`config.mk`:
```
export PLATFORM = sky130hd
export DESIGN_NAME = word_finder
export DESIGN_NICKNAME = d
export VERILOG_FILES = /design/src/logic/forth_pkg.sv /design/src/logic/word_finder.sv
export VERILOG_INCLUDE_DIRS = /design/src /design/src/logic
export SDC_FILE = /design/constraint.sdc
export NUM_CORES = 1
export LEC_CHECK = 0
export BUFFER_PORTS_ARGS = -buffer_cell sky130_fd_sc_hd__clkbuf_2
export CAP_MARGIN = 0
export CELL_PAD_IN_SITES_DETAIL_PLACEMENT = 1
export CELL_PAD_IN_SITES_GLOBAL_PLACEMENT = 2
export CORE_MARGIN = 2
export CORE_UTILIZATION = 30
export CTS_CLUSTER_DIAMETER = 150
export DETAILED_ROUTE_END_ITERATION = 10
export GPL_TIMING_DRIVEN = 0
export HOLD_SLACK_MARGIN = 0.06
export PLACE_DENSITY_LB_ADDON = 0.1
export SYNTH_ARGS = -nofsm -noshare
export SYNTH_HDL_FRONTEND = slang
export SYNTH_SLANG_ARGS = --single-unit
```
`constraint.sdc`:
```
create_clock -name clk -period 2.2 [get_ports clk]
set_input_delay 0.22 -clock clk [delete_from_list [all_inputs] [get_ports clk]]
set_output_delay 0.22 -clock clk [all_outputs]
set_load 0.05 [all_outputs]
```
`src/logic/forth_config.svh`:
```
// sizes shared by RTL and bench
// a link field is two data bytes, so FORTH_ASZ must be twice FORTH_DSZ
`ifndef FORTH_CONFIG_SVH
`define FORTH_CONFIG_SVH

`define FORTH_ASZ       16          // byte address width, one link word
`define FORTH_DSZ       8           // byte-wide data path
`define FORTH_MEM_DEPTH 65536       // full 64K byte space
`define FORTH_LINK_END  16'hffff    // link of the oldest word

`endif
```
`src/logic/forth_pkg.sv`:
```
// types for the dictionary finder, sized by forth_config.svh
// link_word assumes little-endian link storage, low byte first in memory
`include "forth_config.svh"

package forth_pkg;

    // walk states, one per memory access slot
    typedef enum logic [2:0] {
        st_idle,                            // host owns the RAM
        st_link_lo,                         // fetch link low byte
        st_link_hi,                         // fetch link high byte
        st_len,                             // fetch name length
        st_nfa,                             // fetch first name byte
        st_tib,                             // fetch tib byte
        st_cmp                              // compare, fetch next name byte
    } finder_state;

    typedef struct packed {
        logic                  we;          // 1 = write
        logic [`FORTH_ASZ-1:0] addr;
        logic [`FORTH_DSZ-1:0] wdata;
    } mem_req;

    typedef struct packed {
        logic [`FORTH_ASZ-1:0] ctx;         // newest word header
        logic [`FORTH_ASZ-1:0] tib;         // first input byte
    } find_cmd;

    typedef struct packed {
        logic                  hit;
        logic [`FORTH_ASZ-1:0] pfa;         // just past last name byte
    } find_result;

    typedef struct packed {
        logic [`FORTH_DSZ-1:0] hi;
        logic [`FORTH_DSZ-1:0] lo;
    } link_bytes;

    // same 16 bits, filled bytewise, read as next header address
    typedef union packed {
        link_bytes             bytes;
        logic [`FORTH_ASZ-1:0] addr;
    } link_word;

endpackage

```
`src/logic/word_finder.sv`:
```
`timescale 1ns/1ps
// walks the dictionary newest first, prefix compare of each name against the tib
// cmd must stay stable while en is high; pfa is only meaningful with hit set
// after a search the FSM parks until en drops, so result holds
`include "forth_config.svh"

module word_finder (
    input  logic                  clk,
    input  logic                  rst,
    input  logic                  en,       // level, high runs a search
    input  forth_pkg::find_cmd    cmd,
    input  forth_pkg::mem_req     host,     // honoured only while idle
    input  logic [`FORTH_DSZ-1:0] rdata,    // RAM read byte
    output forth_pkg::mem_req     req,      // RAM port
    output logic                  bsy,
    output forth_pkg::find_result result
);

    import forth_pkg::*;

    finder_state             state;         // current walk state
    finder_state             state_nxt;
    logic [`FORTH_ASZ-1:0]   name_ptr;      // header / name byte pointer
    logic [`FORTH_ASZ-1:0]   tib_ptr;       // input text pointer
    link_word                link;          // link of the word under test
    logic [`FORTH_DSZ-1:0]   prev_byte;     // read byte one cycle back
    find_result              res;           // hit and pfa registers

    logic                    bytes_eq;      // name byte vs tib byte
    logic                    name_done;     // last name byte compared
    logic                    chain_end;     // oldest word reached
    logic                    word_end;      // current word settled

    // compare terms, valid in st_cmp
    assign bytes_eq  = (prev_byte == rdata);    // prev holds name byte, rdata the tib byte
    assign name_done = (name_ptr == res.pfa);   // pointer already past the last byte
    assign chain_end = (link.addr == `FORTH_LINK_END);
    assign word_end  = !bytes_eq || name_done;

    assign result = res;

    // state register, en low forces idle
    always_ff @(posedge clk) begin
        if (rst || !en) begin
            state <= st_idle;
        end else begin
            state <= state_nxt;
        end
    end

    // next state
    always_comb begin
        state_nxt = state;
        case (state)
            st_idle: begin
                state_nxt = en ? st_link_lo : st_idle;  // start on en
            end
            st_link_lo: begin
                // busy cleared means the search is over, park here
                state_nxt = bsy ? st_link_hi : st_link_lo;
            end
            st_link_hi: state_nxt = st_len;
            st_len:     state_nxt = st_nfa;
            st_nfa:     state_nxt = st_tib;
            st_tib:     state_nxt = st_cmp;
            st_cmp: begin
                state_nxt = word_end ? st_link_lo : st_tib;  // next word or next byte
            end
            default:    state_nxt = st_idle;
        endcase
    end

    // RAM port, host passes through while idle, reads only otherwise
    always_comb begin
        req = '0;
        if (state == st_idle) begin
            req    = host;
            req.we = host.we & ~en;         // no stray write as en rises
        end else if (state == st_tib) begin
            req.addr = tib_ptr;             // tib byte
        end else begin
            req.addr = name_ptr;            // header or name byte
        end
    end

    // control registers
    always_ff @(posedge clk) begin
        if (rst) begin
            bsy     <= 1'b0;
            res.hit <= 1'b0;
            res.pfa <= '0;
        end else if (!en) begin
            bsy     <= 1'b0;                // search stopped or ended
            res.hit <= 1'b0;                // pfa holds
        end else begin
            case (state)
                st_idle: begin
                    bsy <= 1'b1;            // first edge after en
                end
                st_nfa: begin
                    // rdata is the length byte, name_ptr the first name byte
                    res.pfa <= name_ptr + {{(`FORTH_ASZ-`FORTH_DSZ){1'b0}}, rdata};
                end
                st_cmp: begin
                    if (word_end && (bytes_eq || chain_end)) begin
                        bsy     <= 1'b0;    // match or chain exhausted
                        res.hit <= bytes_eq;
                    end
                end
                default: begin
                end
            endcase
        end
    end

    // pointers and link, no reset
    always_ff @(posedge clk) begin
        prev_byte <= rdata;                 // delay for the name/tib compare
        case (state)
            st_idle: begin
                name_ptr <= cmd.ctx;        // newest header
            end
            st_link_lo: begin
                name_ptr <= name_ptr + 1'b1;    // link high byte
            end
            st_link_hi: begin
                link.bytes.lo <= rdata;     // low byte arrives
                name_ptr      <= name_ptr + 1'b1;   // length byte
            end
            st_len: begin
                link.bytes.hi <= rdata;     // high byte arrives
                name_ptr      <= name_ptr + 1'b1;   // first name byte
            end
            st_nfa: begin
                tib_ptr <= cmd.tib;         // restart input text
            end
            st_tib: begin
                name_ptr <= name_ptr + 1'b1;    // next name byte
            end
            st_cmp: begin
                if (!word_end) begin
                    tib_ptr <= tib_ptr + 1'b1;  // next tib byte
                end else if (!bytes_eq && !chain_end) begin
                    name_ptr <= link.addr;  // follow link to older word
                end
            end
            default: begin
            end
        endcase
    end

endmodule

```
### Word level (Yosys, flattened, before mapping)

Cells that the tools add are included.

| operators by class | value |
|---|---|
| $add $sub $neg | 3 |
| equality and inequality tests | 13 |
| multiplexer cells | 15 |
| bitwise gates (word level) | 2 |
| reduce and logical (&&, ||, !) cells | 19 |

Operators by type and width:

| kind | count |
|---|---|
| $mux W16 | 5 |
| $pmux W16 S3 | 1 |
| $add A16 B1 Y16 const B | 2 |
| $pmux W16 S2 | 1 |
| $pmux W3 S7 | 1 |
| $add A16 B8 Y16 | 1 |
| $eq A16 B16 Y1 | 1 |
| $eq A16 B16 Y1 const B | 1 |
| $eq A3 B3 Y1 const B | 3 |
| $eq A8 B8 Y1 | 1 |
| $mux W8 | 1 |
| $ne A2 B2 Y1 const B | 4 |
| $reduce_and A2 Y1 | 4 |
| $eq A3 B2 Y1 const B | 2 |
| $reduce_bool A2 Y1 | 2 |
| $reduce_or A4 Y1 | 1 |
| $eq A3 B1 Y1 const B | 1 |
| $logic_not A1 Y1 | 3 |
| $logic_not A3 Y1 | 1 |
| $logic_or A1 B1 Y1 | 3 |
| $mux W1 | 3 |
| $mux W3 | 1 |
| $reduce_and A3 Y1 | 1 |
| $reduce_bool A3 Y1 | 1 |
| other kinds (6) | 7 |

| storage, ports and cells | value |
|---|---|
| register bits after elaboration | 77 |
| input port bits | 68 |

### Logic depth before layout (Yosys ltp)

Gate-level depths: netlist of run 1.

| depth | value |
|---|---|
| depth in word-level cells | 6 |
| depth in mapped cells | 7 |
| depth with buffers taken out | 7 |

### Worst setup path after synthesis of run 1

OpenSTA, ideal clock, no wires.

| timing | value |
|---|---|
| path kind | register to output |
| start point | register state[0] |
| end point | output port req[14] (netlist bit) |
| arrival time | 2.284 ns |
| data required time | 1.980 ns |
| path slack | -0.304 ns |
| cell stages (with the launch flop) | 6 |
| buffers on the path | 1 |
| path through | dfxtp_1 -> nor2b_2 -> nand2_2 -> buf_4 -> mux2i_1 -> o21ai_0 |

RTL lines:

| element | RTL line | source |
|---|---|---|
| start, declared | word_finder.sv:21 | `finder_state state;` |
| start signal, assigned | word_finder.sv:45 | `state <= st_idle;` |
| start signal, assigned | word_finder.sv:47 | `state <= state_nxt;` |
| end, declared | word_finder.sv:14 | `output forth_pkg::mem_req req,` |

### Final worst setup path of run 1

| timing | value |
|---|---|
| start point | register name_ptr[11] |
| end point | register tib_ptr[11], enable pin |

| between the ends | value |
|---|---|
| cells in the longest elaborated chain, start to end | 4 |

RTL lines:

| element | RTL line | source |
|---|---|---|
| start, declared | word_finder.sv:23 | `` logic [`FORTH_ASZ-1:0] name_ptr; `` |
| start signal, assigned | word_finder.sv:121 | `name_ptr <= cmd.ctx;` |
| start signal, assigned | word_finder.sv:124 | `name_ptr <= name_ptr + 1'b1;` |
| start signal, assigned | word_finder.sv:128 | `name_ptr <= name_ptr + 1'b1;` |
| $eq A16 B16 Y1 | word_finder.sv:36 | `assign name_done = (name_ptr == res.pfa);` |
| $logic_or A1 B1 Y1 | word_finder.sv:38 | `assign word_end = !bytes_eq \|\| name_done;` |
| $ne A2 B2 Y1 (no source line) | - |  |
| $reduce_and A2 Y1 (no source line) | - |  |
| end signal, assigned | word_finder.sv:135 | `tib_ptr <= cmd.tib;` |
| end signal, assigned | word_finder.sv:142 | `tib_ptr <= tib_ptr + 1'b1;` |
| end, declared | word_finder.sv:24 | `` logic [`FORTH_ASZ-1:0] tib_ptr; `` |

No other way between the ends.
A chain may end at the register's enable or synchronous reset.

==> impl_metrics.csv, run 1 <==
group,metric,value,unit
sta,worst_slew_pin_slew,0.5638,ns
global_route,grt_overflow,0,
flow_run,max-cap-violations,0,
routing,dr.pass1.iters,4,
routing,vias,4078,
finish,n_fill_cell,1734,
placement,portBuffers,110,
floorplan,die_w,127.5,um
critical_path,reg2reg_from,"name_ptr[11]",
global_route,antenna_found_initial,0,
sta,final_max_slew_viol_count,0,
sta,tns,0,ns
clock_network,clockBufferDepth,2,
critical_path,r2r_cells,7,
clock_network,numCtsBuffers,9,
critical_path,slowest_delay,0.42,ns
clock_network,clk_pin_slew,0.07,ns
yosys,synth_fa_ha_area_share,3.174,%
critical_path,critPathBufInv,2,
placement,dp.cells,773,
floorplan,fp.dieArea,16250,um2
critical_path,critPathLaunch,"name_ptr[11]",
critical_path,startpoint_type,"flip-flop",
finish,finalNetCount,695,
yosys,yosysWarnings,0,
finish,antenna_cells,0,
floorplan,core,15030,um2
power_and_ir_drop,power_leakage,2.564,nW
power_and_ir_drop,peakVddDrop,545.7,uV
placement,place_congestion,0.8029,
finish,drive_gt1_share,30.60,%
floorplan,io-pin-count,111,
yosys,synth_top_family_by_area,"simple AND/OR/NAND/NOR gates",
sta,fin_crit_sh,96.15,%
global_route,grt_max_degree,17,
yosys,ys_seq_area_share,44.21,%
finish,most-common-layout-cells,"103 x clkbuf_2, 58 x nand2_1, 48 x edfxtp_1",
placement,place_area,5371,um2
yosys,synthesis.nets,554,
yosys,syn_avg_cell_area,9.628,um2
yosys,ys_async_sr_fraction,0,%
critical_path,crit_chain,"buf_2 -> xor2_1 -> nor4_1 -> nand4_1 -> nand2_2 -> a21oi_4 -> buf_12",
min_path,hold_class,"input pin to flip-flop",
critical_path,critical_path.top_delay_family,"simple AND/OR/NAND/NOR gates",
floorplan,start_util,30.42,%
sta,setup_viol,0,
routing,postRouteWirelength,15.14,mm
global_route,gr-usage-all-layers,19.00,%
finish,fin_area,6025,um2
routing,drt_iter0_drc,197,
placement,dp_hpwl,11.72,mm
sta,skew,0.009391,ns
finish,synthToLayoutAreaGrowth,31.74,%
floorplan,fp-row-count,45,
finish,final_cells,809,
yosys,synth_compound_area_share,14.91,%
routing,postRouteAntennaNets,0,
yosys,synthMuxAreaShare,3.502,%
critical_path,worstSetupPathType,"flip-flop to flip-flop",
routing,viasPerCell,5.041,
clock_network,clk_latency,0.35,ns
global_route,grt_pass1_vias,4117,
clock_network,cts_tree,"yes",
critical_path,crit_slowest_cell,"nor4_1",
global_route,grt_pass1_wl,23.52,mm
critical_path,crit_path_max_fanout,16,
power_and_ir_drop,power,4.229,mW
critical_path,end_kind,"flip-flop",
sta,finalHoldViolations,0,
routing,drc,0,
sta,fin_crit,2.115,ns
yosys,ys_types,55,
sta,relSlewSlack,62.25,%
yosys,syn_area,4573,um2
critical_path,crit_required,2.31,ns
yosys,synth_xor_area_share,11.11,%
critical_path,r2r_end,"tib_ptr[11]",
outcome,status,"completed",
yosys,ys.flop_type,"edfxtp_1",
clock_network,clockRootBuffer,"clkbuf_16",
sta,max_freq,472.8,MHz
clock_network,htree_levels,3,
finish,layout_commonest_cell,"clkbuf_2",
critical_path,endpoint,"tib_ptr[11]",
critical_path,r2r_setup_slack,0.08,ns
yosys,syn_inst,475,
floorplan,die_h,127.5,um
yosys,synthSimpleGateAreaFrac,19.62,%
clock_network,clkSinkCount,77,
yosys,synth-edff-count,48,
critical_path,crit_cells,7,
routing,routedWlPerCell,18.71,um
critical_path,arrival,2.22,ns
power_and_ir_drop,powerDensity,701.9,nW/um2
yosys,ys_ff_latch,77,
state kept, by name (all words and copies together), names as in the netlist:
name       count
name_ptr      16
prev_byte      8
bsy            1
tib_ptr       16
link          16
result        17
state          3
kinds of logic (layout without fill, tap and decap cells):
family | Yosys count | in the layout
AND/OR/NAND/NOR | 172 | 172
multiplexers | 16 | 16
XOR/XNOR | 58 | 58
flip-flops | 77 | 77
AO/OA/AOI/OAI | 108 | 108
buffers and inverters | 33 | 179
adder cells (fa/ha/maj) | 11 | 11
worst min-delay path by stage:
stage | from | endpoint | cells after the start
global route | rdata[3] | prev_byte[3] | 1
global placement | rdata[5] | prev_byte[5] | 1
CTS | rdata[5] | prev_byte[5] | 1
detailed placement | rdata[5] | prev_byte[5] | 1
floorplan | rdata[0] | prev_byte[0] | 0
finish | rdata[3] | prev_byte[3] | 1
area by class of cell:
| class | instances | area, um2 | area share, % |
|---|---|---|---|
| Buffer | 28 | 157.7 | 2.617 |
| Clock inverter | 7 | 103.9 | 1.724 |
| Multi-Input combinational cell | 365 | 2514 | 41.72 |
| Tap cell | 188 | 235.2 | 3.904 |
| Timing Repair Buffer | 130 | 747.0 | 12.40 |
| Inverter | 5 | 18.77 | 0.3115 |
| Clock buffer | 9 | 225.2 | 3.738 |
| Sequential cell | 77 | 2023 | 33.58 |
per-layer routing:
layer | routed length, um | global-route usage (%) | vias to the layer above | share of wire, %
met3 | 665 | 4.313 | 8 | 4.4
met5 | 0 | 0 | - | 0
met1 | 6915 | 25.74 | 1975 | 46
met2 | 7411 | 31.33 | 82 | 49
met4 | 145 | 3.685 | 0 | 0.96
li1 | - | - | 2013 | -
Yosys cell counts, drive strengths merged, types with 10 or more instances:
| cell type | count | share of area, % |
|---|---|---|
| edfxtp | 48 | 32 |
| ha | 10 | 2.7 |
| clkbuf | 14 | 1.2 |
| mux2i | 16 | 3.5 |
| nand4 | 16 | 2.5 |
| xnor2 | 24 | 4.6 |
| a21oi | 14 | 1.5 |
| nor2 | 28 | 2.3 |
| xor2 | 34 | 6.5 |
| buf | 14 | 1.9 |
| o21ai | 54 | 5.9 |
| dfxtp | 29 | 13 |
| and2 | 12 | 1.6 |
| nand2 | 60 | 5.0 |
| a22oi | 14 | 2.3 |
| nand3 | 13 | 1.4 |
through the flow:
stage	setup slack [ns]	hold slack, ns	util, %
2_1_floorplan	0.07265	0.2477	-
3_3_place_gp	-0.4079	0.4341	35.73
3_5_place_dp	-0.3952	0.4370	35.73
4_1_cts	0.0006626	0.07556	38.96
5_1_grt	-0.01656	0.08029	40.07
6_report	0.08478	0.08673	40.07
power breakdown:
part | internal (mW) | switching, mW | leakage, nW
Clock | 1.01 | 0.660 | 0.163
Sequential | 1.59 | 0.0497 | 0.692
Combinational | 0.346 | 0.571 | 1.71
what timing repair did:
item | 4_1_cts | 5_1_grt
cloned | 0 | 0
pin swaps | 3 | 2
setup endpoints to repair | 63 | 56
setup buffers | 8 | 12
gates resized for setup | 17 | 38
hold buffers | 0 | 0
Power figures use the tool's default switching activity.
==> inputs of run 2 (changes only) <==
CORE_ASPECT_RATIO = 0.6   (was not set)
==> run 2 against run 1 <==
First-iteration DRC count increased by 32%. Global-route usage increased by 1.1 points. Worst hold slack got worse by 0.013 ns. Non-clock buffer count decreased by 6. Sequential share of layout area increased by 0.15 points. Cell area decreased by 0.46%. Sequential cell count unchanged. Utilization increased by 0.79 points. Sequential power about the same. Wire length increased by 3.1%. Power decreased by 3.5%.
==> impl_metrics.csv, run 2 (synthesis gave the netlist of run 1 again) <==
group,metric,value,unit
critical_path,worstSetupPathType,"flip-flop to flip-flop",
sta,fin_crit,2.129,ns
global_route,gr-usage-all-layers,20.15,%
outcome,status,"completed",
finish,layout_commonest_cell,"clkbuf_2",
global_route,grt_pass1_wl,24.41,mm
clock_network,htree_levels,3,
sta,setup_viol,0,
sta,finalHoldViolations,0,
finish,most-common-layout-cells,"105 x clkbuf_2, 58 x nand2_1, 48 x edfxtp_1",
placement,place_congestion,0.8417,
clock_network,cts_tree,"yes",
floorplan,io-pin-count,111,
routing,routedWlPerCell,19.19,um
clock_network,clkSinkCount,77,
finish,finalNetCount,689,
critical_path,arrival,2.23,ns
critical_path,crit_required,2.31,ns
critical_path,crit_path_max_fanout,16,
global_route,grt_max_degree,18,
clock_network,numCtsBuffers,9,
routing,vias,4092,
finish,largest_reg_flops,17,
floorplan,fp.dieArea,16280,um2
routing,drt_iter0_drc,260,
power_and_ir_drop,powerDensity,680.4,nW/um2
clock_network,clk_latency,0.35,ns
critical_path,startpoint_type,"flip-flop",
sta,skew,0.01362,ns
clock_network,clockRootBuffer,"clkbuf_16",
placement,dp_hpwl,12.27,mm
global_route,grt_overflow,0,
floorplan,die_w,163.4,um
floorplan,die_h,99.64,um
sta,max_freq,469.7,MHz
sta,relSlewSlack,40.72,%
power_and_ir_drop,power_leakage,2.516,nW
floorplan,start_util,31.16,%
routing,postRouteWirelength,15.60,mm
placement,place_ws,-0.3508,ns
critical_path,end_kind,"flip-flop",
finish,drive_gt1_share,30.24,%
global_route,antenna_found_initial,0,
clock_network,clockBufferDepth,2,
sta,tns,0,ns
min_path,hold_class,"input pin to flip-flop",
finish,synthToLayoutAreaGrowth,31.14,%
sta,final_max_slew_viol_count,0,
routing,viasPerCell,5.033,
placement,portBuffers,110,
routing,dr.pass1.iters,4,
floorplan,fp-row-count,34,
floorplan,core,14680,um2
power_and_ir_drop,peakVddDrop,312.3,uV
finish,antenna_cells,0,
flow_run,max-cap-violations,0,
sta,rsz0062_at_grt,"yes",
sta,worst_slew_pin_slew,0.8874,ns
global_route,grt_pass1_vias,4181,
routing,drc,0,
sta,fin_crit_sh,96.78,%
sta,worst_slack,0.07079,ns
routing,postRouteAntennaNets,0,
clock_network,clk_pin_slew,0.07,ns
run 2: layout make-up:
class | instances | area, um2
Clock inverter | 7 | 75.07
Buffer | 27 | 147.6
Tap cell | 198 | 247.7
Sequential cell | 77 | 2023
Inverter | 5 | 18.77
Clock buffer | 9 | 225.2
Fill cell | 1712 | 8680
Timing Repair Buffer | 125 | 700.7
Multi-Input combinational cell | 365 | 2559
run 2: where the power goes:
| part | internal (mW) | switching (mW) |
|---|---|---|
| clock network | 0.806 | 0.706 |
| registers | 1.59 | 0.0570 |
| logic | 0.344 | 0.577 |
run 2: metrics by stage:
stage / hold slack [ns] / power [mW] / util (%) / instances / area [um2]
6_report: 0.07348 / 4.080 / 40.86 / 813 / 5997
4_1_cts: 0.07336 / 4.071 / 39.98 / 805 / 5868
5_1_grt: 0.07938 / 4.269 / 40.86 / 813 / 5997
3_3_place_gp: 0.4213 / 2.475 / 36.68 / 783 / 5384
3_5_place_dp: 0.4264 / 2.488 / 36.68 / 783 / 5384
2_1_floorplan: 0.2477 / 2.211 / - / 475 / 4586
run 2: routing by layer:
| metal | vias to the layer above | GRT usage (%) | routed length (um) |
|---|---|---|---|
| met5 | - | 0 | 0 |
| met4 | 0 | 4.221 | 136 |
| met3 | 9 | 4.254 | 902 |
| met2 | 105 | 27.46 | 6154 |
| met1 | 1984 | 31.95 | 8409 |
| li1 | 1994 | - | - |
run 2: path summary, 6_finish.rpt:
check | depth (start not counted) | from | slack [ns] | end
setup / recovery | 7 | name_ptr[14] | 0.07 | tib_ptr[13]
hold / removal | 1 | rdata[3] | 0.07 | prev_byte[3]
setup reg to reg | 7 | name_ptr[14] | 0.07 | tib_ptr[13]
hold reg to reg | 2 | result[8] | 0.49 | result[8]
run 2: worst max-delay path, cell delays in order (launching register included):
cell and delay, ns:
edfxtp_1 0.35, clkbuf_2 0.19, xor2_1 0.18, nor4_2 0.43
nand4_1 0.30, nand2_2 0.19, a21oi_4 0.07, buf_12 0.16
run 2: what timing repair did:
action,CTS,global route
endpoints found under the setup margin,66,53
gates resized for setup,24,23
pin swaps,3,8
cloned,0,0
hold buffers,1,0
buffers inserted,5,9
endpoints found under the hold margin,1,0
